`config.mk`:
```
export PLATFORM = sky130hd
export DESIGN_NAME = bus_router
export DESIGN_NICKNAME = d
export VERILOG_FILES = /design/src/rtl/soc_map_pkg.sv /design/src/rtl/bus_router.sv
export SDC_FILE = /design/constraint.sdc
export NUM_CORES = 1
export LEC_CHECK = 0
export ABC_CLOCK_PERIOD_IN_PS = 1500
export BUFFER_PORTS_ARGS = -buffer_cell sky130_fd_sc_hd__buf_2
export CORE_MARGIN = 10
export CORE_UTILIZATION = 20
export DETAILED_ROUTE_END_ITERATION = 12
export GPL_TIMING_DRIVEN = 0
export PLACE_DENSITY = 0.93
export SLEW_MARGIN = 20
export SYNTH_ARGS = -nofsm -noshare
export SYNTH_HDL_FRONTEND = slang
export SYNTH_SLANG_ARGS = --single-unit
```
`constraint.sdc`:
```
create_clock -name vclk -period 1.5
set_input_delay 0.225 -clock vclk [all_inputs]
set_output_delay 0.225 -clock vclk [all_outputs]
set_load 0.03 [all_outputs]
```
`src/rtl/soc_map_pkg.sv`:
```
package soc_map_pkg;

  // master request, one word per transfer
  typedef struct packed {
    logic [31:0] address;     // byte address
    logic        read;        // level, held until accepted
    logic        write;       // level, held until accepted
    logic [31:0] writedata;
    logic [3:0]  byteenable;  // one bit per byte lane
  } bus_req_t;

  // response of one slave, also the merged master response
  typedef struct packed {
    logic [31:0] readdata;
    logic        waitrequest;  // high stalls the master
  } slave_rsp_t;

  // one-hot region selects
  typedef struct packed {
    logic sram;
    logic vga_ctl;
    logic cache_ctl;
    logic keyb;
  } slave_sel_t;

  localparam int REGION_HI_W = 16;  // compared upper address half

  localparam logic [REGION_HI_W-1:0] SRAM_REGION  = 16'h0200;  // 0200_xxxx
  localparam logic [REGION_HI_W-1:0] VGA_REGION   = 16'h0204;  // display control
  localparam logic [REGION_HI_W-1:0] CACHE_REGION = 16'h0205;  // cache control
  localparam logic [REGION_HI_W-1:0] KEYB_REGION  = 16'h0206;  // ps/2 keyboard

  localparam int WORD_OFS_W = 14;  // address[15:2]

  // word offsets inside the control regions
  localparam logic [WORD_OFS_W-1:0] VGA_MODE_OFS    = 14'd0;
  localparam logic [WORD_OFS_W-1:0] VGA_BASE_OFS    = 14'd1;
  localparam logic [WORD_OFS_W-1:0] VGA_BLOCK_OFS   = 14'd2;
  localparam logic [WORD_OFS_W-1:0] CACHE_FLUSH_OFS = 14'd0;

endpackage

```
`src/rtl/bus_router.sv`:
```
`timescale 1ns/10ps

module bus_router (
  input  soc_map_pkg::bus_req_t   bus_req,
  input  soc_map_pkg::slave_rsp_t sram_rsp,
  input  soc_map_pkg::slave_rsp_t keyb_rsp,
  output soc_map_pkg::slave_sel_t sel,
  output soc_map_pkg::slave_rsp_t bus_rsp
);
  import soc_map_pkg::*;

  logic [REGION_HI_W-1:0] region;  // upper address half

  assign region = bus_req.address[31:32-REGION_HI_W];

  // region decode, selects are independent of read/write
  always_comb begin
    sel           = '0;
    sel.sram      = (region == SRAM_REGION);
    sel.vga_ctl   = (region == VGA_REGION);
    sel.cache_ctl = (region == CACHE_REGION);
    sel.keyb      = (region == KEYB_REGION);
  end

  // response mux, sram has priority
  always_comb begin
    if (sel.sram) begin
      bus_rsp = sram_rsp;
    end else if (sel.keyb) begin
      bus_rsp = keyb_rsp;
    end else begin
      bus_rsp = '0;  // control, unmapped: zero data, no wait
    end
  end

  // region constants must stay distinct
  always_comb begin
    assert ($onehot0(sel))
      else $error("bus_router: more than one select for %h", bus_req.address);
  end

endmodule

```
==> summary.md <==
| Metric | Value |
|---|---|
| Max Used Layer | met3 |
| Worst-path fanout max | 10 |
| Max Cap Viol | 0 |
| Fillers | approximately 260 |
| Count leader, synth | nor2_1 |
| Final antenna-violating net count | 0 |
| Setup WS post-layout | -113 ps |
| Slew Viols, Final | 0 |
| Fin crit period | around 1600 ps |
| M1 WL | around 1400 um |
| Critical path type | input pin to output pin |
| Design Power | 0.236 mW |
| Max frequency | roughly 620 MHz |
| Synth cell count leaders | nor2_1, a22oi_1, clkbuf_1 |
| Total GRT Usage | roughly an eighth |
| CTS Hold Bufs | 0 |
| Sequential fraction of the synthesis area | 0% |
| Drt drc | 0 |
| WP data arrival | around 1400 ps |
| Fin nets | 352 |
| Die area | about 5400 um2 |
| Mapped Area | 566 um2 |
| Top-area cell type share of the netlist area | about 44% |
| Clkbuf count | 0 |
| Routed vias | ~1,200 |
| 1st-iter DRT viols | 20 |
| LEAKAGE | 0.749 nW |
| Synth area leader | a22oi_1 |
| Grt ovf | 0 |
| Die span in y | around 73 um |
| Antenna cells | 0 |
| Endpoints failing setup | 36 |
| Worst hold path cell count | 3 |
| Row count | 19 |
| CP required | around 1300 ps |
| GP Congestion | approximately 0.70 |
| RSZ-0062 raised after global routing | true |
| Synth warn | 0 |
| I/O Buffers | between 100 and 150 |
| Worst IR drop on VDD | 130 uV |
| Outcome | finished with violations |
| First-pass GRT wire length | 6020 um |
| Via density | approximately 5 |
| Metal3 WL | roughly 640 um |
| Synth Instances | a little under 90 |
| Fin area | around 1500 um2 |
| Layout area overhead | 167% |
| Num ports | about 170 |
| Die W | ~73 um |
| Antenna violations before repair | 0 |
| Power Density | between 150 and 200 nW/um2 |
| DP Area | between 1000 and 1500 um2 |
| Crit start category | input pin |
| Setup_tns | -3100 ps |
| Wire per inst | 16.9 um |
| Final wirelength | between 4000 and 5000 um |
| Synthesized area per cell | ~6.4 um2 |
| Routed wl met2 | roughly 2000 um |
| Slew HR | 79.6% |
| Failing checks | negative setup slack |
| Actual slew at the worst max-slew pin | 304 ps |
| Yosys cell types | 14 |
| Initial Utilization | about a fifth |
| Initial DRT Pass Iterations | 4 |
| Mapped Nets | around 230 |
| Hold Path Class | input pin to output pin |
| Final hold viol count | 0 |
| Reg area | 0 um2 |
| Core ar. | around 2700 um2 |
| Dpl hpwl | between 3000 and 4000 um |
| Seq_cells | 0 |
| Fin crit share | 108% |
| Largest cells by area after synthesis | a22oi_1, nor2_1, nor4_4, buf_6, nand4_4 |
| CP Capture Type | output pin |
| Vias in the first global route | between 1,000 and 1,500 |
| Largest net degree at the start of global routing | 11 |
| Fraction of layout cells with a size suffix above 1 | around 74% |
## cell families after synthesis
logic type             count (synthesis)  share of synthesized area (%)
AO/OA/AOI/OAI                         33                           43.8
buffers and inverters                 10                           11.3
AND/OR/NAND/NOR                       46                           44.9
## layout by cell type, fill, tap and decap left out
| cell type | n |
|---|---|
| a22oi_1 | 30 |
| a22oi_2 | 3 |
| and2_1 | 1 |
| and4_1 | 1 |
| buf_2 | 83 |
| buf_4 | 30 |
| buf_6 | 17 |
| buf_8 | 1 |
| clkbuf_2 | 3 |
| nand2b_1 | 1 |
| nand4_2 | 1 |
| nand4_4 | 1 |
| nor2_1 | 21 |
| nor2_2 | 9 |
| nor2_4 | 5 |
| nor2b_1 | 1 |
| nor3_2 | 2 |
| nor3b_4 | 1 |
| nor4_4 | 2 |
| nor4b_2 | 1 |
## metrics by stage
step / cells / util [%] / worst slack, ps / hold WS [ps]
after floorplan: 89 / - / -66.3 / 518
after global placement: 239 / 44.1 / -349 / 766
after detailed placement: 239 / 44.1 / -348 / 777
after CTS: 243 / 51.9 / -137 / 780
after global routing: 245 / 55.3 / -230 / 788
final: 245 / 55.3 / -113 / 770
## final cells by class
cell class                      count  area (um2)  area share [%]
Timing Repair Buffer              124         790            52.2
Multi-Input combinational cell     80         612            40.4
Buffer                             10        72.6            4.80
Tap cell                           31        38.8            2.56
## per-layer routing
layer / global-route usage, % / vias up
met1: 12.6 / 548
met2: 24.3 / 78
met4: 0 / 0
li1: - / 593
met5: 0 / -
met3: 8.30 / 0
## timing repair
item,CTS,global route
gates cloned,2,0
pin swaps,7,7
setup endpoints to repair,37,37
hold endpoints to repair,0,0
resized for setup,60,24
setup buffers,2,2
## path summary, 6_finish.rpt
kind | from | end | slack, ps
min | bus_req[55] | sel[3] | 770
max | bus_req[57] | bus_rsp[2] | -110
## worst max-delay path: stages
cell and delay [ps]:
buf_6 100, nor4_4 350, nand4_4 220, buf_6 210, nor2_1 110, buf_4 170
## power by group
part / switching [mW] / internal, mW
Combinational: 0.107 / 0.129
Sequential: 0 / 0
Clock: 0 / 0
Total: 0.107 / 0.129
(Power assumes the default switching activity.)
