File: src/rtl/soc_map_pkg.sv
package soc_map_pkg;

  // master request, one word per transfer
  typedef struct packed {
    logic [31:0] address;     // byte address
    logic        read;        // level, held until accepted
    logic        write;       // level, held until accepted
    logic [31:0] writedata;
    logic [3:0]  byteenable;  // one bit per byte lane
  } bus_req_t;

  // response of one slave, also the merged master response
  typedef struct packed {
    logic [31:0] readdata;
    logic        waitrequest;  // high stalls the master
  } slave_rsp_t;

  // one-hot region selects
  typedef struct packed {
    logic sram;
    logic vga_ctl;
    logic cache_ctl;
    logic keyb;
  } slave_sel_t;

  localparam int REGION_HI_W = 16;  // compared upper address half

  localparam logic [REGION_HI_W-1:0] SRAM_REGION  = 16'h0200;  // 0200_xxxx
  localparam logic [REGION_HI_W-1:0] VGA_REGION   = 16'h0204;  // display control
  localparam logic [REGION_HI_W-1:0] CACHE_REGION = 16'h0205;  // cache control
  localparam logic [REGION_HI_W-1:0] KEYB_REGION  = 16'h0206;  // ps/2 keyboard

  localparam int WORD_OFS_W = 14;  // address[15:2]

  // word offsets inside the control regions
  localparam logic [WORD_OFS_W-1:0] VGA_MODE_OFS    = 14'd0;
  localparam logic [WORD_OFS_W-1:0] VGA_BASE_OFS    = 14'd1;
  localparam logic [WORD_OFS_W-1:0] VGA_BLOCK_OFS   = 14'd2;
  localparam logic [WORD_OFS_W-1:0] CACHE_FLUSH_OFS = 14'd0;

endpackage

File: src/rtl/periph_pkg.sv
package periph_pkg;

  localparam int PS2_FRAME_BITS  = 11;  // start, 8 data, parity, stop
  localparam int PS2_STORED_BITS = 10;  // stop bit dropped
  localparam int KEYB_PAD_W      = 32 - PS2_STORED_BITS - 1;

  // keyboard read word
  typedef struct packed {
    logic [KEYB_PAD_W-1:0]      pad;    // always zero
    logic                       valid;  // frame complete, clears on read
    logic [PS2_STORED_BITS-1:0] frame;  // bit 0 is the start bit
  } keyb_word_t;

  // control write word, decoded per addressed register
  typedef union packed {
    struct packed {
      logic [29:0] unused;
      logic [1:0]  mode;
    } vga_mode_v;
    struct packed {
      logic [15:0] unused;
      logic [15:0] base;   // display line base
    } line_base_v;
    struct packed {
      logic [30:0] unused;
      logic        block;
    } block_v;
    struct packed {
      logic        flush;  // bit 31
      logic [15:0] unused;
      logic [14:0] page;
    } flush_v;
  } ctrl_word_u;

  localparam logic [1:0] VGA_MODE_RESET = 2'd3;

endpackage

File: src/rtl/ps2_keyb_rx.sv
`timescale 1ns/10ps

module ps2_keyb_rx #(
  parameter int KEYB_TIMEOUT_W = 16  // idle counter width
) (
  input  logic                    clk,
  input  logic                    reset_n,
  input  logic                    key_clk,
  input  logic                    key_data,
  input  soc_map_pkg::bus_req_t   bus_req,
  input  logic                    sel_keyb,
  output soc_map_pkg::slave_rsp_t rsp,
  output logic                    key_valid
);
  import periph_pkg::*;

  logic [1:0]                 kclk_sync;  // [0] first flop, [1] second
  logic                       kclk_fall;
  logic [KEYB_TIMEOUT_W-1:0]  idle_cnt;
  logic                       idle_full;  // line idle, next edge is a start bit
  logic [3:0]                 bit_idx;
  logic [PS2_STORED_BITS-1:0] frame;
  logic                       rd_req;
  keyb_word_t                 rd_word;

  assign kclk_fall = kclk_sync[1] & ~kclk_sync[0];
  assign idle_full = &idle_cnt;
  assign rd_req    = sel_keyb & bus_req.read;

  always_ff @(posedge clk or negedge reset_n) begin
    if (!reset_n) begin
      kclk_sync <= '0;
      idle_cnt  <= '0;
      bit_idx   <= '0;
      key_valid <= 1'b0;
    end else begin
      kclk_sync <= {kclk_sync[0], key_clk};
      if (kclk_fall) begin
        idle_cnt <= '0;
        if (idle_full) begin
          bit_idx <= 4'd1;  // resync, this edge was bit 0
        end else if (bit_idx == 4'(PS2_FRAME_BITS - 1)) begin
          bit_idx   <= '0;  // stop bit, frame done
          key_valid <= 1'b1;
        end else begin
          bit_idx <= bit_idx + 4'd1;
        end
      end else if (!idle_full) begin
        idle_cnt <= idle_cnt + 1'b1;  // saturates
      end
      if (rd_req) begin
        key_valid <= 1'b0;  // read wins over a completing frame
      end
    end
  end

  // frame bits, stop bit sampled but not kept
  always_ff @(posedge clk) begin
    if (kclk_fall) begin
      if (idle_full) begin
        frame[0] <= key_data;
      end else if (bit_idx < 4'(PS2_STORED_BITS)) begin
        frame[bit_idx] <= key_data;
      end
    end
  end

  always_comb begin
    rd_word       = '0;
    rd_word.valid = key_valid;  // value before the clear
    rd_word.frame = frame;
  end

  assign rsp.readdata    = rd_word;
  assign rsp.waitrequest = 1'b0;

endmodule

File: config.mk
export PLATFORM = sky130hd
export DESIGN_NAME = ps2_keyb_rx
export DESIGN_NICKNAME = d
export VERILOG_FILES = /design/src/rtl/soc_map_pkg.sv /design/src/rtl/periph_pkg.sv /design/src/rtl/ps2_keyb_rx.sv
export SDC_FILE = /design/constraint.sdc
export NUM_CORES = 1
export LEC_CHECK = 0
export ABC_AREA = 1
export BUFFER_PORTS_ARGS = -buffer_cell sky130_fd_sc_hd__buf_2
export CORE_ASPECT_RATIO = 0.6
export CORE_MARGIN = 4
export CORE_UTILIZATION = 41
export CTS_BUF_LIST = sky130_fd_sc_hd__clkbuf_2
export DETAILED_ROUTE_END_ITERATION = 16
export MAX_ROUTING_LAYER = met4
export PLACE_DENSITY = 0.83
export SYNTH_ARGS = -nofsm -noshare
export SYNTH_HDL_FRONTEND = slang
export SYNTH_SLANG_ARGS = --single-unit
File: constraint.sdc
create_clock -name clk -period 1.5 [get_ports clk]
set_clock_uncertainty 0.15 [all_clocks]
set_input_delay 0.225 -clock clk [delete_from_list [all_inputs] [get_ports clk]]
set_output_delay 0.225 -clock clk [all_outputs]
set_load 0.02 [all_outputs]
==> results.md <==
- Max-slew headroom at the worst pin: 0.645
- F_max: 0.602 GHz
- Unrepaired setup endpoints after global routing: true
- Number of nets with antenna violations after routing: 0
- Final critical delay including setup and external delays: 1.66 ns
- Number of remaining DRC errors: 0
- Number of port buffers: 17
- Clock tree from TritonCTS: done
- Commonest cells in the synthesized netlist: nand2_1 (41), nor2_1 (41), inv_1 (27)
- Switching share of power: 0.390
- Wire length of the first global-routing pass: 6840 µm
- Logic gate share of total power: 0.286
- Compound-gate portion of the synthesized area: 0.0910
- Top sig layer: met4
- Fraction of final layout cells sized beyond drive strength 1: 0.341
- Area of the core: approximately 0.0042 mm²
- Synthesized instance count: between 200 and 250
- Share of the synthesized netlist area taken by xor and xnor gates: 0.00476
- Fraction of the mapped netlist area in adder cells: 0.00679
- Yosys warning total: 0
- Avg Vias per Cell: 4.95
- Number of setup violations in the final report: 26
- Clock transition at the registers of the reported paths: roughly 0.20 ns
- Start point of the critical path: idle_cnt[5]
- Dominant combinational cell family by area after synthesis: simple AND/OR/NAND/NOR gates
- Startpoint Class: flip-flop
- Number of max-slew violations in the final report: 0
- Final worst-path setup slack: -0.162 ns
- Leakage power of the design: 0.00117 µW
- GRT Resource Usage Total: 0.166
- Switching power total: 873 µW
- Total of max-cap violations: 0
- Starting Density: 0.437
- Cell Count Post-Placement: roughly 330
- Worst EP required: between 1 and 1.5 ns
- Detailed Place HPWL: 3300 µm
- Met2 layer wire length in the routed design: roughly 2100 µm
- CTS HTree Levels: 2
- I/O pin cnt: roughly 110
- Result of the run: finished with violations
- Pre-antenna DRT Iters: 5
- Setup_tns: -1.97 ns
- Total congestion overflow after global routing: 0
- Clk root buf: clkbuf_2
- Met1 Routed Length: 2240 µm
- Share of synthesized area spent on multiplexers: 0
- Post-Synth Simple-Gate Area: 0.260
- Cell types occupying the most area after synthesis: dfrtp_1 (31%), edfxtp_1 (16%), buf_4 (9.4%)
- Fraction of post-synthesis cell area in the top cell type by area: 0.313
- Ys async rst share: 0.697
- Post-synthesis register bit count: 33
- Failing checks: negative setup slack
- Distinct cells, synth: 25
- Final-report hold violation count: 0
- Die Outline Area: 0.00566 mm²
- Met3 WL: between 300 and 400 µm
- Share of total power in sequential cells: 0.512
- Mean cell area of the mapped netlist: approximately 8.0 µm²
- Final Wtd Congestion: 0.888
- Number of fill cells: roughly 340
- Worst setup EP type: flip-flop
- Classification of the worst setup path: reg -> reg
- Utilization of the core after routing: 0.586
- Kind of path behind the tightest hold check: in -> async
- Number of synthesized flops with an enable pin: 10
- Most area-hungry cell type in the Yosys netlist: dfrtp_1
- Antenna violations before repair: 0
- Area growth from synthesis to final layout: 33.9%
- Maximum clock path buffer count: 2
- Wirelength per Cell: around 14 µm
- Largest fanout of any net on the critical path: 4
- Pin count of the biggest net entering global routing: 24
- Total vias in the final route: ~1.7k
- Total Power Consumption: between 2000 and 2500 µW
- Total wirelength of the detailed-routed design: slightly below 5000 µm
- Number of buffers added by the clock tree synthesis step: 5
- Nets: 365
- Proportion of power drawn by the clock network: 0.202
- Worst-margin pin slew: 0.532 ns
- Via count of the first global-routing pass: between 1k and 1.5k
- Peak VDD IR: around 0.42 mV
- Seq/Total Area, Yosys: 0.476
- Total clock sinks: 33
- Row cnt: 18
- Final std cells w/o fill: 350
- Power per standard cell area: around 910 mW/mm²
- DRT iter0 DRCs: roughly 250
- Portion of the clock cycle consumed by the worst path in the final layout: 1.11
- Predominant post-synthesis flop cell: dfrtp_1
- Data arrival at the endpoint of the critical path: ~1.6 ns
- Height of the die: between 50 and 60 µm
- Reg-to-reg critical path startpoint: idle_cnt[5]
- Final antenna diode count: 0
- Clock latency of the later-clocked register in the worst-skew pair: ~0.40 ns
- Internal power component: 1370 µW
- DIE WIDTH: approximately 95 µm
- Synth Cell Area: between 0.0015 and 0.002 mm²
## layout make-up
type | count | area, µm² | share of cell area
clock buffer | 5 | 25.0 | 0.0101
tap | 60 | 75.1 | 0.0304
inverter | 27 | 101 | 0.0411
timing repair buffer | 58 | 447 | 0.181
multi-input combinational | 164 | 922 | 0.374
sequential | 33 | 878 | 0.356
clock inverter | 3 | 17.5 | 0.00710
## flip-flops by register name (all words and copies together) (netlist names)
register,flops
bit_idx,4
frame,10
idle_cnt,16
kclk_sync,2
key_valid,1
## kinds of logic (layout without fill, tap and decap cells)
logic type | Yosys count | in the layout
other cells | 1 | 22
flops | 33 | 33
xor+xnor | 1 | 1
compound gates | 29 | 29
buf+inv | 53 | 93
simple gates | 111 | 111
fa+ha+maj | 1 | 1
## metrics by stage
step	hold slack [ns]	instance area [µm²]	worst slack, ns
global placement	0.0730	2150	-0.115
finish	0.148	2470	-0.162
floorplan	-0.221	1930	-0.0737
detailed placement	0.0798	2150	-0.113
global route	0.197	2470	-0.269
CTS	0.170	2310	-0.122
## power by group through the flow
stage,Sequential [µW],Combinational [µW],Clock (µW)
after floorplan,1140,375,0
after global placement,1130,494,0
after global routing,1160,699,488
after detailed placement,1140,515,0
final,1150,641,452
after CTS,1140,556,442
## worst paths after layout
kind	slack, ns	end	cells past startpoint
hold reg to reg	0.26	kclk_sync[1]	0
hold / removal	0.15	idle_cnt[4]	2
min in group clk	0.26	kclk_sync[1]	0
max in group asynchronous	0.65	idle_cnt[3]	2
setup / recovery	-0.16	frame[7]	7
setup reg to reg	-0.16	frame[7]	7
## worst max-delay path: stages (launching register included)
cell,delay [ns]
dfrtp_1,0.43
nand2_1,0.11
inv_1,0.06
nand2_1,0.12
nor2_4,0.07
nand2_4,0.09
nand4_1,0.18
nor2_1,0.18
## cell usage in the layout, fill, tap and decap left out, drive strengths merged, types with 6 or more instances in the layout
master  count
buf        52
nand2      45
nor2       45
inv        27
dfrtp      23
conb       22
nand3      15
o21ai      11
edfxtp     10
a21oi       8
clkbuf      6
## what timing repair did
item / 4_1_cts / 5_1_grt
cloned: 0 / 1
gates resized for setup: 14 / 26
hold endpoints to repair: 34 / 0
hold buffers: 5 / 0
endpoints found under the setup margin: 21 / 30
buffers inserted: 1 / 1
pin swaps: 5 / 4
## per-layer routing
layer,GRT usage,vias to the layer above
met5,-,-
met4,0.0472,0
met3,0.0478,10
met2,0.222,87
met1,0.241,820
li1,-,814
Power figures use the tool's default switching activity.
