`src/rtl/soc_map_pkg.sv`:
```
package soc_map_pkg;

  // master request, one word per transfer
  typedef struct packed {
    logic [31:0] address;     // byte address
    logic        read;        // level, held until accepted
    logic        write;       // level, held until accepted
    logic [31:0] writedata;
    logic [3:0]  byteenable;  // one bit per byte lane
  } bus_req_t;

  // response of one slave, also the merged master response
  typedef struct packed {
    logic [31:0] readdata;
    logic        waitrequest;  // high stalls the master
  } slave_rsp_t;

  // one-hot region selects
  typedef struct packed {
    logic sram;
    logic vga_ctl;
    logic cache_ctl;
    logic keyb;
  } slave_sel_t;

  localparam int REGION_HI_W = 16;  // compared upper address half

  localparam logic [REGION_HI_W-1:0] SRAM_REGION  = 16'h0200;  // 0200_xxxx
  localparam logic [REGION_HI_W-1:0] VGA_REGION   = 16'h0204;  // display control
  localparam logic [REGION_HI_W-1:0] CACHE_REGION = 16'h0205;  // cache control
  localparam logic [REGION_HI_W-1:0] KEYB_REGION  = 16'h0206;  // ps/2 keyboard

  localparam int WORD_OFS_W = 14;  // address[15:2]

  // word offsets inside the control regions
  localparam logic [WORD_OFS_W-1:0] VGA_MODE_OFS    = 14'd0;
  localparam logic [WORD_OFS_W-1:0] VGA_BASE_OFS    = 14'd1;
  localparam logic [WORD_OFS_W-1:0] VGA_BLOCK_OFS   = 14'd2;
  localparam logic [WORD_OFS_W-1:0] CACHE_FLUSH_OFS = 14'd0;

endpackage

```
`src/rtl/periph_pkg.sv`:
```
package periph_pkg;

  localparam int PS2_FRAME_BITS  = 11;  // start, 8 data, parity, stop
  localparam int PS2_STORED_BITS = 10;  // stop bit dropped
  localparam int KEYB_PAD_W      = 32 - PS2_STORED_BITS - 1;

  // keyboard read word
  typedef struct packed {
    logic [KEYB_PAD_W-1:0]      pad;    // always zero
    logic                       valid;  // frame complete, clears on read
    logic [PS2_STORED_BITS-1:0] frame;  // bit 0 is the start bit
  } keyb_word_t;

  // control write word, decoded per addressed register
  typedef union packed {
    struct packed {
      logic [29:0] unused;
      logic [1:0]  mode;
    } vga_mode_v;
    struct packed {
      logic [15:0] unused;
      logic [15:0] base;   // display line base
    } line_base_v;
    struct packed {
      logic [30:0] unused;
      logic        block;
    } block_v;
    struct packed {
      logic        flush;  // bit 31
      logic [15:0] unused;
      logic [14:0] page;
    } flush_v;
  } ctrl_word_u;

  localparam logic [1:0] VGA_MODE_RESET = 2'd3;

endpackage

```
`src/rtl/ctrl_regs.sv`:
```
`timescale 1ns/10ps

module ctrl_regs (
  input  logic                  clk,
  input  logic                  reset_n,
  input  soc_map_pkg::bus_req_t bus_req,
  input  logic                  sel_vga,
  input  logic                  sel_cache,
  output logic [1:0]            vga_mode,
  output logic [15:0]           line_base,
  output logic                  block_vga,
  output logic                  flush_cache,
  output logic [14:0]           flush_page
);
  import soc_map_pkg::*;
  import periph_pkg::*;

  ctrl_word_u            wr_word;   // writedata viewed per register
  logic [WORD_OFS_W-1:0] word_ofs;  // address[15:2]
  logic                  vga_wr;
  logic                  cache_wr;
  logic                  reg_wr;    // write to a defined register

  assign wr_word  = bus_req.writedata;
  assign word_ofs = bus_req.address[WORD_OFS_W+1:2];
  assign vga_wr   = sel_vga & bus_req.write;
  assign cache_wr = sel_cache & bus_req.write;
  assign reg_wr   = (vga_wr && word_ofs inside {VGA_MODE_OFS, VGA_BASE_OFS, VGA_BLOCK_OFS})
                    || (cache_wr && word_ofs == CACHE_FLUSH_OFS);

  always_ff @(posedge clk or negedge reset_n) begin
    if (!reset_n) begin
      vga_mode    <= VGA_MODE_RESET;
      line_base   <= '0;
      block_vga   <= 1'b0;
      flush_cache <= 1'b0;
      flush_page  <= '0;
    end else begin
      if (vga_wr) begin
        case (word_ofs)
          VGA_MODE_OFS:  vga_mode  <= wr_word.vga_mode_v.mode;
          VGA_BASE_OFS:  line_base <= wr_word.line_base_v.base;
          VGA_BLOCK_OFS: block_vga <= wr_word.block_v.block;
          default: ;  // other offsets ignored
        endcase
      end
      if (cache_wr && word_ofs == CACHE_FLUSH_OFS) begin
        flush_cache <= wr_word.flush_v.flush;  // level held for the cache side
        flush_page  <= wr_word.flush_v.page;
      end
    end
  end

  // outputs move only on a register write
  ctrl_hold_a: assert property (@(posedge clk) disable iff (!reset_n)
    !reg_wr |=> $stable({vga_mode, line_base, block_vga, flush_cache, flush_page}))
    else $error("ctrl_regs: output changed without a write");

endmodule

```
`config.mk`:
```
export PLATFORM = sky130hd
export DESIGN_NAME = ctrl_regs
export DESIGN_NICKNAME = d
export VERILOG_FILES = /design/src/rtl/soc_map_pkg.sv /design/src/rtl/periph_pkg.sv /design/src/rtl/ctrl_regs.sv
export SDC_FILE = /design/constraint.sdc
export NUM_CORES = 1
export LEC_CHECK = 0
export BUFFER_PORTS_ARGS = -buffer_cell sky130_fd_sc_hd__buf_2
export CORE_ASPECT_RATIO = 0.9
export CORE_MARGIN = 4
export CORE_UTILIZATION = 37
export CTS_BUF_LIST = sky130_fd_sc_hd__clkbuf_4
export DETAILED_ROUTE_END_ITERATION = 8
export PLACE_DENSITY = 0.78
export SYNTH_ARGS = -nofsm -noshare
export SYNTH_HDL_FRONTEND = slang
export SYNTH_SLANG_ARGS = --single-unit
```
`constraint.sdc`:
```
create_clock -name clk -period 0.8 [get_ports clk]
set_input_delay 0.08 -clock clk [delete_from_list [all_inputs] [get_ports clk]]
set_output_delay 0.08 -clock clk [all_outputs]
set_load 0.01 [all_outputs]
```
==> flow_metrics.env, run 1 <==
export IMPL_yosysWarnings=0
export IMPL_cts_buffers=5
export IMPL_finalClockSkew_ps=0
export IMPL_peakVddDrop_v=0.00103
export IMPL_synth_net_count=161
export IMPL_grt_pass1_vias=1263
export IMPL_ioPinCount=109
export IMPL_sw_frac_of_total=0.228
export IMPL_fin_util=0.631
export IMPL_port_buffer_count=70
export IMPL_violations="negative setup slack"
export IMPL_final_fill_count=289
export IMPL_rsz0062_at_grt="yes"
export IMPL_power_frac_clock=0.311
export IMPL_period_minus_slack_ps=1190
export IMPL_area_growth_pct=63.6
export IMPL_cts_buffer_depth=2
export IMPL_nets=272
export IMPL_status="finished, violations left"
export IMPL_antenna_found_initial=0
export IMPL_slew_violations=0
export IMPL_worstMarginPinSlew_ps=244
export IMPL_wl_per_cell_um=15.8
export IMPL_die_h_um=67.4
export IMPL_finalHoldViolCount=0
export IMPL_max_slew_margin_rel=0.836
export IMPL_cts_tree="done"
export IMPL_final_common_cell="buf_2"
export IMPL_initial_core_util=0.386
export IMPL_n_antenna_cell=0
export IMPL_root_buffer="clkbuf_4"
export IMPL_htree_levels=2
export IMPL_p_seq_frac=0.598
export IMPL_wirelength_um=3860
export IMPL_synth_cells=87
export IMPL_gp_congestion=0.736
export IMPL_synth_cell_types=17
export IMPL_grt_pass1_wl_um=5890
export IMPL_ys_seq_elements=35
export IMPL_clkTransAtPathRegs_ps=100
export IMPL_place_area_um2=1900
export IMPL_fin_ws_ps=-386
export IMPL_via_per_inst=4.69
export IMPL_final_setup_viol_count=70
export IMPL_syn_cell_area_um2=1450
export IMPL_min_period_over_period=1.48
export IMPL_antenna_left=0
export IMPL_layout_common_cells="62 x buf_2, 33 x dfrtp_1, 29 x mux2_4"
export IMPL_fin_area_um2=2370
export IMPL_drtIter0Drc=26
export IMPL_dieWidth_um=74.0
export IMPL_power_density_nw_per_um2=1250
export IMPL_grt_max_degree=36
export IMPL_core_um2=3760
export IMPL_first_pass_iters=2
export IMPL_layout_drive_gt1_share=0.704
export IMPL_clk_insertion_delay_late_ps=330
export IMPL_drc=0
export IMPL_drv_cap=0
export IMPL_synth_avg_cell_area_um2=16.7
export IMPL_dr_total_vias=1150
export IMPL_core_rowCount=21
export IMPL_critPathMaxFanout=9
export IMPL_p_int_w=0.00229
export IMPL_crit_type="input port to flip-flop"
export IMPL_p_switching_w=0.000673
export IMPL_crit_arrival_ps=1410
export IMPL_end_kind="flip-flop"
export IMPL_track_usage=0.160
export IMPL_place_hpwl_um=2430
export IMPL_cp_required_ps=1030
export IMPL_grt_overflow_total=0
export IMPL_ys_seq_area_frac=0.606
export IMPL_cts_sinks=35
export IMPL_hold_class="input port to flip-flop"
export IMPL_leakage_nw=1.29
export IMPL_holdWs_ps=32.5
export IMPL_pwr_share_comb=0.090
export IMPL_fmax_mhz=843
export IMPL_die_area_um2=4980
export IMPL_startpoint_type="input port"
==> power groups by stage <==
stage	Sequential (W)	Clock [W]	Combinational, W
2_1_floorplan	0.00181	0	0.0000221
3_3_place_gp	0.00180	0	0.000176
3_5_place_dp	0.00180	0	0.000185
4_1_cts	0.00177	0.000962	0.000266
5_1_grt	0.00177	0.00103	0.000294
6_report	0.00177	0.000921	0.000268
==> per-layer routing <==
| layer | global-route usage | up-vias | wire [um] | share of wire |
|---|---|---|---|---|
| met5 | 0 | - | 0 | 0 |
| met4 | 0.0837 | 0 | 110 | 0.029 |
| met3 | 0.0387 | 12 | 269 | 0.070 |
| met2 | 0.299 | 48 | 2100 | 0.54 |
| met1 | 0.164 | 558 | 1380 | 0.36 |
| li1 | - | 532 | - | - |
==> stage by stage <==
stage	setup slack, ps	std cells	TNS (ps)	total power [W]
6_report	-386	245	-17060	0.00296
3_5_place_dp	-828	207	-26510	0.00199
3_3_place_gp	-791	207	-25540	0.00198
5_1_grt	-449	245	-20670	0.00310
2_1_floorplan	-724	87	-21850	0.00183
4_1_cts	-384	240	-17130	0.00300
==> registers in the layout, indices dropped and copies added, names as in the netlist <==
register / count
line_base: 16
flush_page: 15
vga_mode: 2
block_vga: 1
flush_cache: 1
==> cell usage after synthesis, drive strengths merged <==
library cell,n,area [um2]
buf,2,31.3
nor2,4,17.5
inv,1,3.75
nand3b,1,7.51
nand2,1,3.75
nor3,3,26.3
mux2,35,432
dfstp,2,52.6
nand4,2,18.8
dfrtp,33,826
nor4,2,25.0
nand3,1,5.00
==> final timing paths <==
kind	startpoint	to	slack (ps)	cells past startpoint
setup / recovery	bus_req[49]	flush_page[2]	-390	6
hold / removal	bus_req[4]	block_vga	30	2
setup reg to reg	flush_page[1]	flush_page[1]	-110	2
hold reg to reg	line_base[10]	line_base[10]	510	1
max in group asynchronous	reset_n	vga_mode[0]	320	3
min in group asynchronous	reset_n	block_vga	250	3
==> cell type report <==
| type | instances | area (um2) | area share |
|---|---|---|---|
| Sequential cell | 35 | 878 | 0.370 |
| Timing Repair Buffer | 106 | 741 | 0.312 |
| Multi-Input combinational cell | 49 | 637 | 0.269 |
| Tap cell | 46 | 57.6 | 0.0243 |
| Clock buffer | 6 | 45.0 | 0.0190 |
| Clock inverter | 2 | 8.76 | 0.00369 |
| Inverter | 1 | 3.75 | 0.00158 |
==> cell families (layout without fill, tap and decap cells) <==
logic type | Yosys count | after routing | share of synthesized area
buffers and inverters | 3 | 115 | 0.0242
AND/OR/NAND/NOR | 14 | 14 | 0.0717
multiplexers | 35 | 35 | 0.298
flip-flops | 35 | 35 | 0.606
==> critical path, cell delays in order <==
cell and delay (ps):
buf_6 100, nor4_4 300, nand4_2 200, nor3_4 210, buf_6 190, mux2_2 340
==> timing repair <==
action | CTS | global route
endpoints found under the setup margin | 70 | 70
buffers inserted | 8 | 5
pin swaps | 5 | 1
endpoints found under the hold margin | 64 | 0
hold buffers | 17 | 0
gates resized for setup | 29 | 5
(Power assumes the default switching activity.)
==> inputs of run 2 (changes only) <==
SKIP_CTS_REPAIR_TIMING = 1   (was default)
==> flow_metrics.env, run 2 (synthesized netlist as in run 1, its figures left out) <==
export IMPL_grt_pass1_vias=1101
export IMPL_cts_buffers=5
export IMPL_r2r_start="flush_page[1]"
export IMPL_grt_max_degree=36
export IMPL_crit_chain="buf_6 -> nor4_4 -> nand4_2 -> nor3_4 -> buf_6 -> mux2_2"
export IMPL_hold_class="input port to flip-flop"
export IMPL_area_growth_pct=57.4
export IMPL_antenna_left=0
export IMPL_layout_common_cells="62 x buf_2, 33 x dfrtp_1, 18 x mux2_2"
export IMPL_dieWidth_um=74.0
export IMPL_finalClockSkew_ps=0
export IMPL_initial_core_util=0.386
export IMPL_dp_cells=207
export IMPL_wl_per_cell_um=14.8
export IMPL_period_minus_slack_ps=1180
export IMPL_layout_cells_non_filler=239
export IMPL_first_pass_iters=3
export IMPL_crit_slowest_cell="mux2_2"
export IMPL_drtIter0Drc=19
export IMPL_antenna_found_initial=0
export IMPL_cts_buffer_depth=2
export IMPL_drc=0
export IMPL_final_fill_count=300
export IMPL_grt_overflow_total=0
export IMPL_reg2reg_slack_ps=-100
export IMPL_crit_type="input port to flip-flop"
export IMPL_reg2reg_to="flush_page[1]"
export IMPL_fin_area_um2=2280
export IMPL_status="finished, violations left"
export IMPL_cp_common_cell="buf_6"
export IMPL_layout_drive_gt1_share=0.694
export IMPL_track_usage=0.129
export IMPL_core_um2=3760
export IMPL_ioPinCount=109
export IMPL_rsz0062_at_grt="yes"
export IMPL_clk_insertion_delay_late_ps=330
export IMPL_slew_violations=0
export IMPL_htree_levels=2
export IMPL_timing_setup_tns_ps=-16610
export IMPL_nets=266
export IMPL_power_density_nw_per_um2=1290
export IMPL_final_common_cell="buf_2"
export IMPL_die_h_um=67.4
export IMPL_hold_start="bus_req[4]"
export IMPL_cp_required_ps=1020
export IMPL_min_period_over_period=1.47
export IMPL_dr_total_vias=1121
export IMPL_drv_cap=0
export IMPL_clkTransAtPathRegs_ps=100
export IMPL_regMostFlops="line_base"
export IMPL_fmax_mhz=849
export IMPL_hold_path_end="flush_page[0]"
export IMPL_die_area_um2=4980
export IMPL_final_setup_viol_count=70
export IMPL_port_buffer_count=70
export IMPL_grt_pass1_wl_um=4840
export IMPL_finalHoldViolCount=0
export IMPL_startpoint_type="input port"
export IMPL_pre_cts_slack_ps=-828
export IMPL_fin_ws_ps=-378
export IMPL_via_per_inst=4.69
export IMPL_worstHoldPathCells=2
export IMPL_peakVddDrop_v=0.00106
export IMPL_leakage_nw=1.25
export IMPL_n_antenna_cell=0
export IMPL_holdWs_ps=23.5
export IMPL_reg_top3="line_base: 16 flops, flush_page: 15 flops, vga_mode: 2 flops"
export IMPL_r2r_cells=2
export IMPL_end_kind="flip-flop"
export IMPL_root_buffer="clkbuf_4"
export IMPL_wirelength_um=3540
export IMPL_place_hpwl_um=2430
export IMPL_largest_reg_flops=16
export IMPL_worstMarginPinSlew_ps=242
export IMPL_cts_sinks=35
export IMPL_crit_arrival_ps=1400
export IMPL_max_stage_delay_ps=350
export IMPL_place_area_um2=1900
export IMPL_max_slew_margin_rel=0.838
export IMPL_cts_tree="done"
export IMPL_violations="negative setup slack"
export IMPL_gp_congestion=0.736
export IMPL_critPathMaxFanout=9
export IMPL_core_rowCount=21
[run 2: cell type report]
cell class	instances	area, um2	share of cell area
timing repair buffer	100	696	0.305
clock inverter	2	8.76	0.00384
inverter	1	3.75	0.00165
clock buffer	6	45.0	0.0197
sequential	35	878	0.385
tap	46	57.6	0.0252
multi-input combinational	49	592	0.259
[run 2: per-stage QoR]
step                total power, W  utilization
detailed placement         0.00199        0.506
floorplan                  0.00183            -
global route               0.00309        0.607
CTS                        0.00292        0.520
global placement           0.00198        0.506
finish                     0.00295        0.607
[run 2: power breakdown]
group | switching [W] | total (W) | internal, W
Clock | 0.000558 | 0.000922 | 0.000364
Sequential | 0.000000636 | 0.00177 | 0.00177
Combinational | 0.000112 | 0.000261 | 0.000149
Total | 0.000671 | 0.00295 | 0.00228
[run 2: worst max-delay path by stage]
stage | startpoint | to | slack (ps) | cells after the start
after floorplan | bus_req[49] | flush_page[10] | -720 | 5
after global placement | bus_req[49] | flush_page[1] | -790 | 6
after detailed placement | bus_req[49] | flush_page[3] | -830 | 6
after CTS | bus_req[49] | flush_page[3] | -490 | 6
after global routing | bus_req[49] | flush_page[1] | -450 | 6
final | bus_req[49] | flush_page[1] | -380 | 6
[run 2: critical path, delay by kind of cell]
kind | cells | cell delay [ps]
buffers and inverters | 2 | 280
and+or+nand+nor | 3 | 700
muxes | 1 | 350
[run 2: layer usage]
layer	vias up	part of all wire	track usage	routed length, um
li1	522	-	-	-
met1	550	0.36	0.142	1270
met2	42	0.56	0.229	1970
met3	7	0.069	0.0357	243
met4	0	0.017	0.0633	60
met5	-	0	0	0
==> inputs of run 3 (changes only) <==
CORE_UTILIZATION = 36   (was 37)
CTS_BUF_LIST = default   (was sky130_fd_sc_hd__clkbuf_4)
PLACE_DENSITY = 0.76   (was 0.78)
RECOVER_POWER = 50   (was default)
==> flow_metrics.env, run 3 (synthesized netlist as in run 1, its figures left out) <==
export IMPL_status="finished, violations left"
export IMPL_violations="negative setup slack"
export IMPL_drc=0
export IMPL_path_buf_inv=2
export IMPL_layout_drive_gt1_share=0.751
export IMPL_final_setup_viol_count=70
export IMPL_final_common_cell="buf_2"
export IMPL_core_um2=3810
export IMPL_grt_max_degree=24
export IMPL_clk_insertion_delay_late_ps=270
export IMPL_ioPinCount=109
export IMPL_hold_class="input port to flip-flop"
export IMPL_period_minus_slack_ps=1290
export IMPL_nets=250
export IMPL_wirelength_um=3580
export IMPL_busiest_layer="met2"
export IMPL_startpoint="bus_req[53]"
export IMPL_critPathMaxFanout=16
export IMPL_port_buffer_count=70
export IMPL_cts_buffer_depth=2
export IMPL_n_antenna_cell=0
export IMPL_crit_slowest_cell="mux2_2"
export IMPL_die_h_um=68.2
export IMPL_clkTransAtPathRegs_ps=70
export IMPL_pre_cts_slack_ps=-853
export IMPL_largest_reg_flops=16
export IMPL_peakVddDrop_v=0.00119
export IMPL_via_per_inst=4.81
export IMPL_final_fill_count=318
export IMPL_first_pass_iters=3
export IMPL_worstMarginPinSlew_ps=360
export IMPL_dr_total_vias=1072
export IMPL_grt_pass1_wl_um=5090
export IMPL_use_met3=0.0720
export IMPL_wl_per_cell_um=16.0
export IMPL_root_buffer="clkbuf_8"
export IMPL_cts_tree="done"
export IMPL_holdWs_ps=32.0
export IMPL_place_hpwl_um=2480
export IMPL_pwr_share_comb=0.061
export IMPL_drtIter0Drc=38
export IMPL_crit_arrival_ps=1450
export IMPL_finalClockSkew_ps=0
export IMPL_layout_common_cells="61 x buf_2, 33 x dfrtp_1, 27 x mux2_4"
export IMPL_sw_frac_of_total=0.201
export IMPL_min_period_over_period=1.61
export IMPL_htree_levels=2
export IMPL_slew_violations=0
export IMPL_power_density_nw_per_um2=1480
export IMPL_regMostFlops="line_base"
export IMPL_dieWidth_um=74.9
export IMPL_antenna_found_initial=0
export IMPL_multiInputGateArea_um2=636
export IMPL_cts_buffers=5
export IMPL_max_slew_margin_rel=0.758
export IMPL_startpoint_type="input port"
export IMPL_max_stage_delay_ps=350
export IMPL_fmax_mhz=776
export IMPL_r2r_start="flush_page[11]"
export IMPL_initial_core_util=0.380
export IMPL_track_usage=0.136
export IMPL_fin_ws_ps=-488
export IMPL_drv_cap=0
export IMPL_die_area_um2=5110
export IMPL_rsz0062_at_grt="yes"
export IMPL_finalHoldViolCount=0
export IMPL_leakage_nw=1.22
export IMPL_cts_sinks=35
export IMPL_met1_usage=0.153
export IMPL_core_rowCount=21
export IMPL_fin_util=0.588
export IMPL_grt_pass1_vias=1105
export IMPL_area_growth_pct=54.5
export IMPL_p_int_w=0.00265
export IMPL_end_kind="flip-flop"
export IMPL_hold_start="bus_req[19]"
export IMPL_cp_required_ps=960
export IMPL_p_seq_frac=0.533
export IMPL_gp_congestion=0.753
export IMPL_globalRouteMet2Util=0.220
export IMPL_crit_chain="buf_2 -> nor3_1 -> nand4_4 -> nor3_4 -> buf_12 -> mux2_2"
export IMPL_crit_type="input port to flip-flop"
export IMPL_antenna_left=0
export IMPL_reg_top3="line_base: 16 flops, flush_page: 15 flops, vga_mode: 2 flops"
export IMPL_path_delay_family="simple AND/OR/NAND/NOR gates"
export IMPL_seqCellArea_um2=878
export IMPL_p_switching_w=0.000668
export IMPL_grt_overflow_total=0
export IMPL_power_frac_clock=0.406
## run 3: worst reg2reg max path, cell delays in order, from the launching register on
cell	delay, ps
dfrtp_1	410
buf_4	140
mux2_4	260
## run 3: worst paths after layout
kind / to / slack, ps / cells past startpoint
min in group asynchronous: flush_page[3] / 260 / 2
min: line_base[15] / 30 / 2
max in group asynchronous: flush_page[13] / 110 / 3
max: flush_page[2] / -490 / 6
max reg2reg: flush_page[11] / -110 / 2
min reg2reg: flush_cache / 510 / 1
## run 3: layer usage
| layer | wire, um | part of all wire |
|---|---|---|
| met5 | 0 | 0 |
| met4 | 43 | 0.012 |
| met3 | 361 | 0.10 |
| met2 | 1690 | 0.47 |
| met1 | 1480 | 0.41 |
## run 3: power by group through the flow
stage | Sequential, W | Clock (W) | Combinational (W)
after floorplan | 0.00181 | 0 | 0.0000221
after CTS | 0.00177 | 0.00141 | 0.000185
final | 0.00177 | 0.00135 | 0.000203
after global routing | 0.00177 | 0.00148 | 0.000227
after global placement | 0.00180 | 0 | 0.000175
after detailed placement | 0.00180 | 0 | 0.000184
## run 3: through the flow
stage	TNS, ps	instances	instance area (um2)	power (W)
floorplan	-21850	87	1470	0.00183
finish	-17870	223	2240	0.00332
detailed placement	-26870	204	1900	0.00199
CTS	-20200	212	2000	0.00337
global placement	-25680	204	1900	0.00198
global route	-20430	223	2240	0.00348
## run 3: area by class of cell
cell class | count | area share
clock buffers | 8 | 0.0447
repair buffers | 84 | 0.252
flip-flops and latches | 35 | 0.392
multi-input cells | 49 | 0.284
well taps | 46 | 0.0257
inverters | 1 | 0.00168
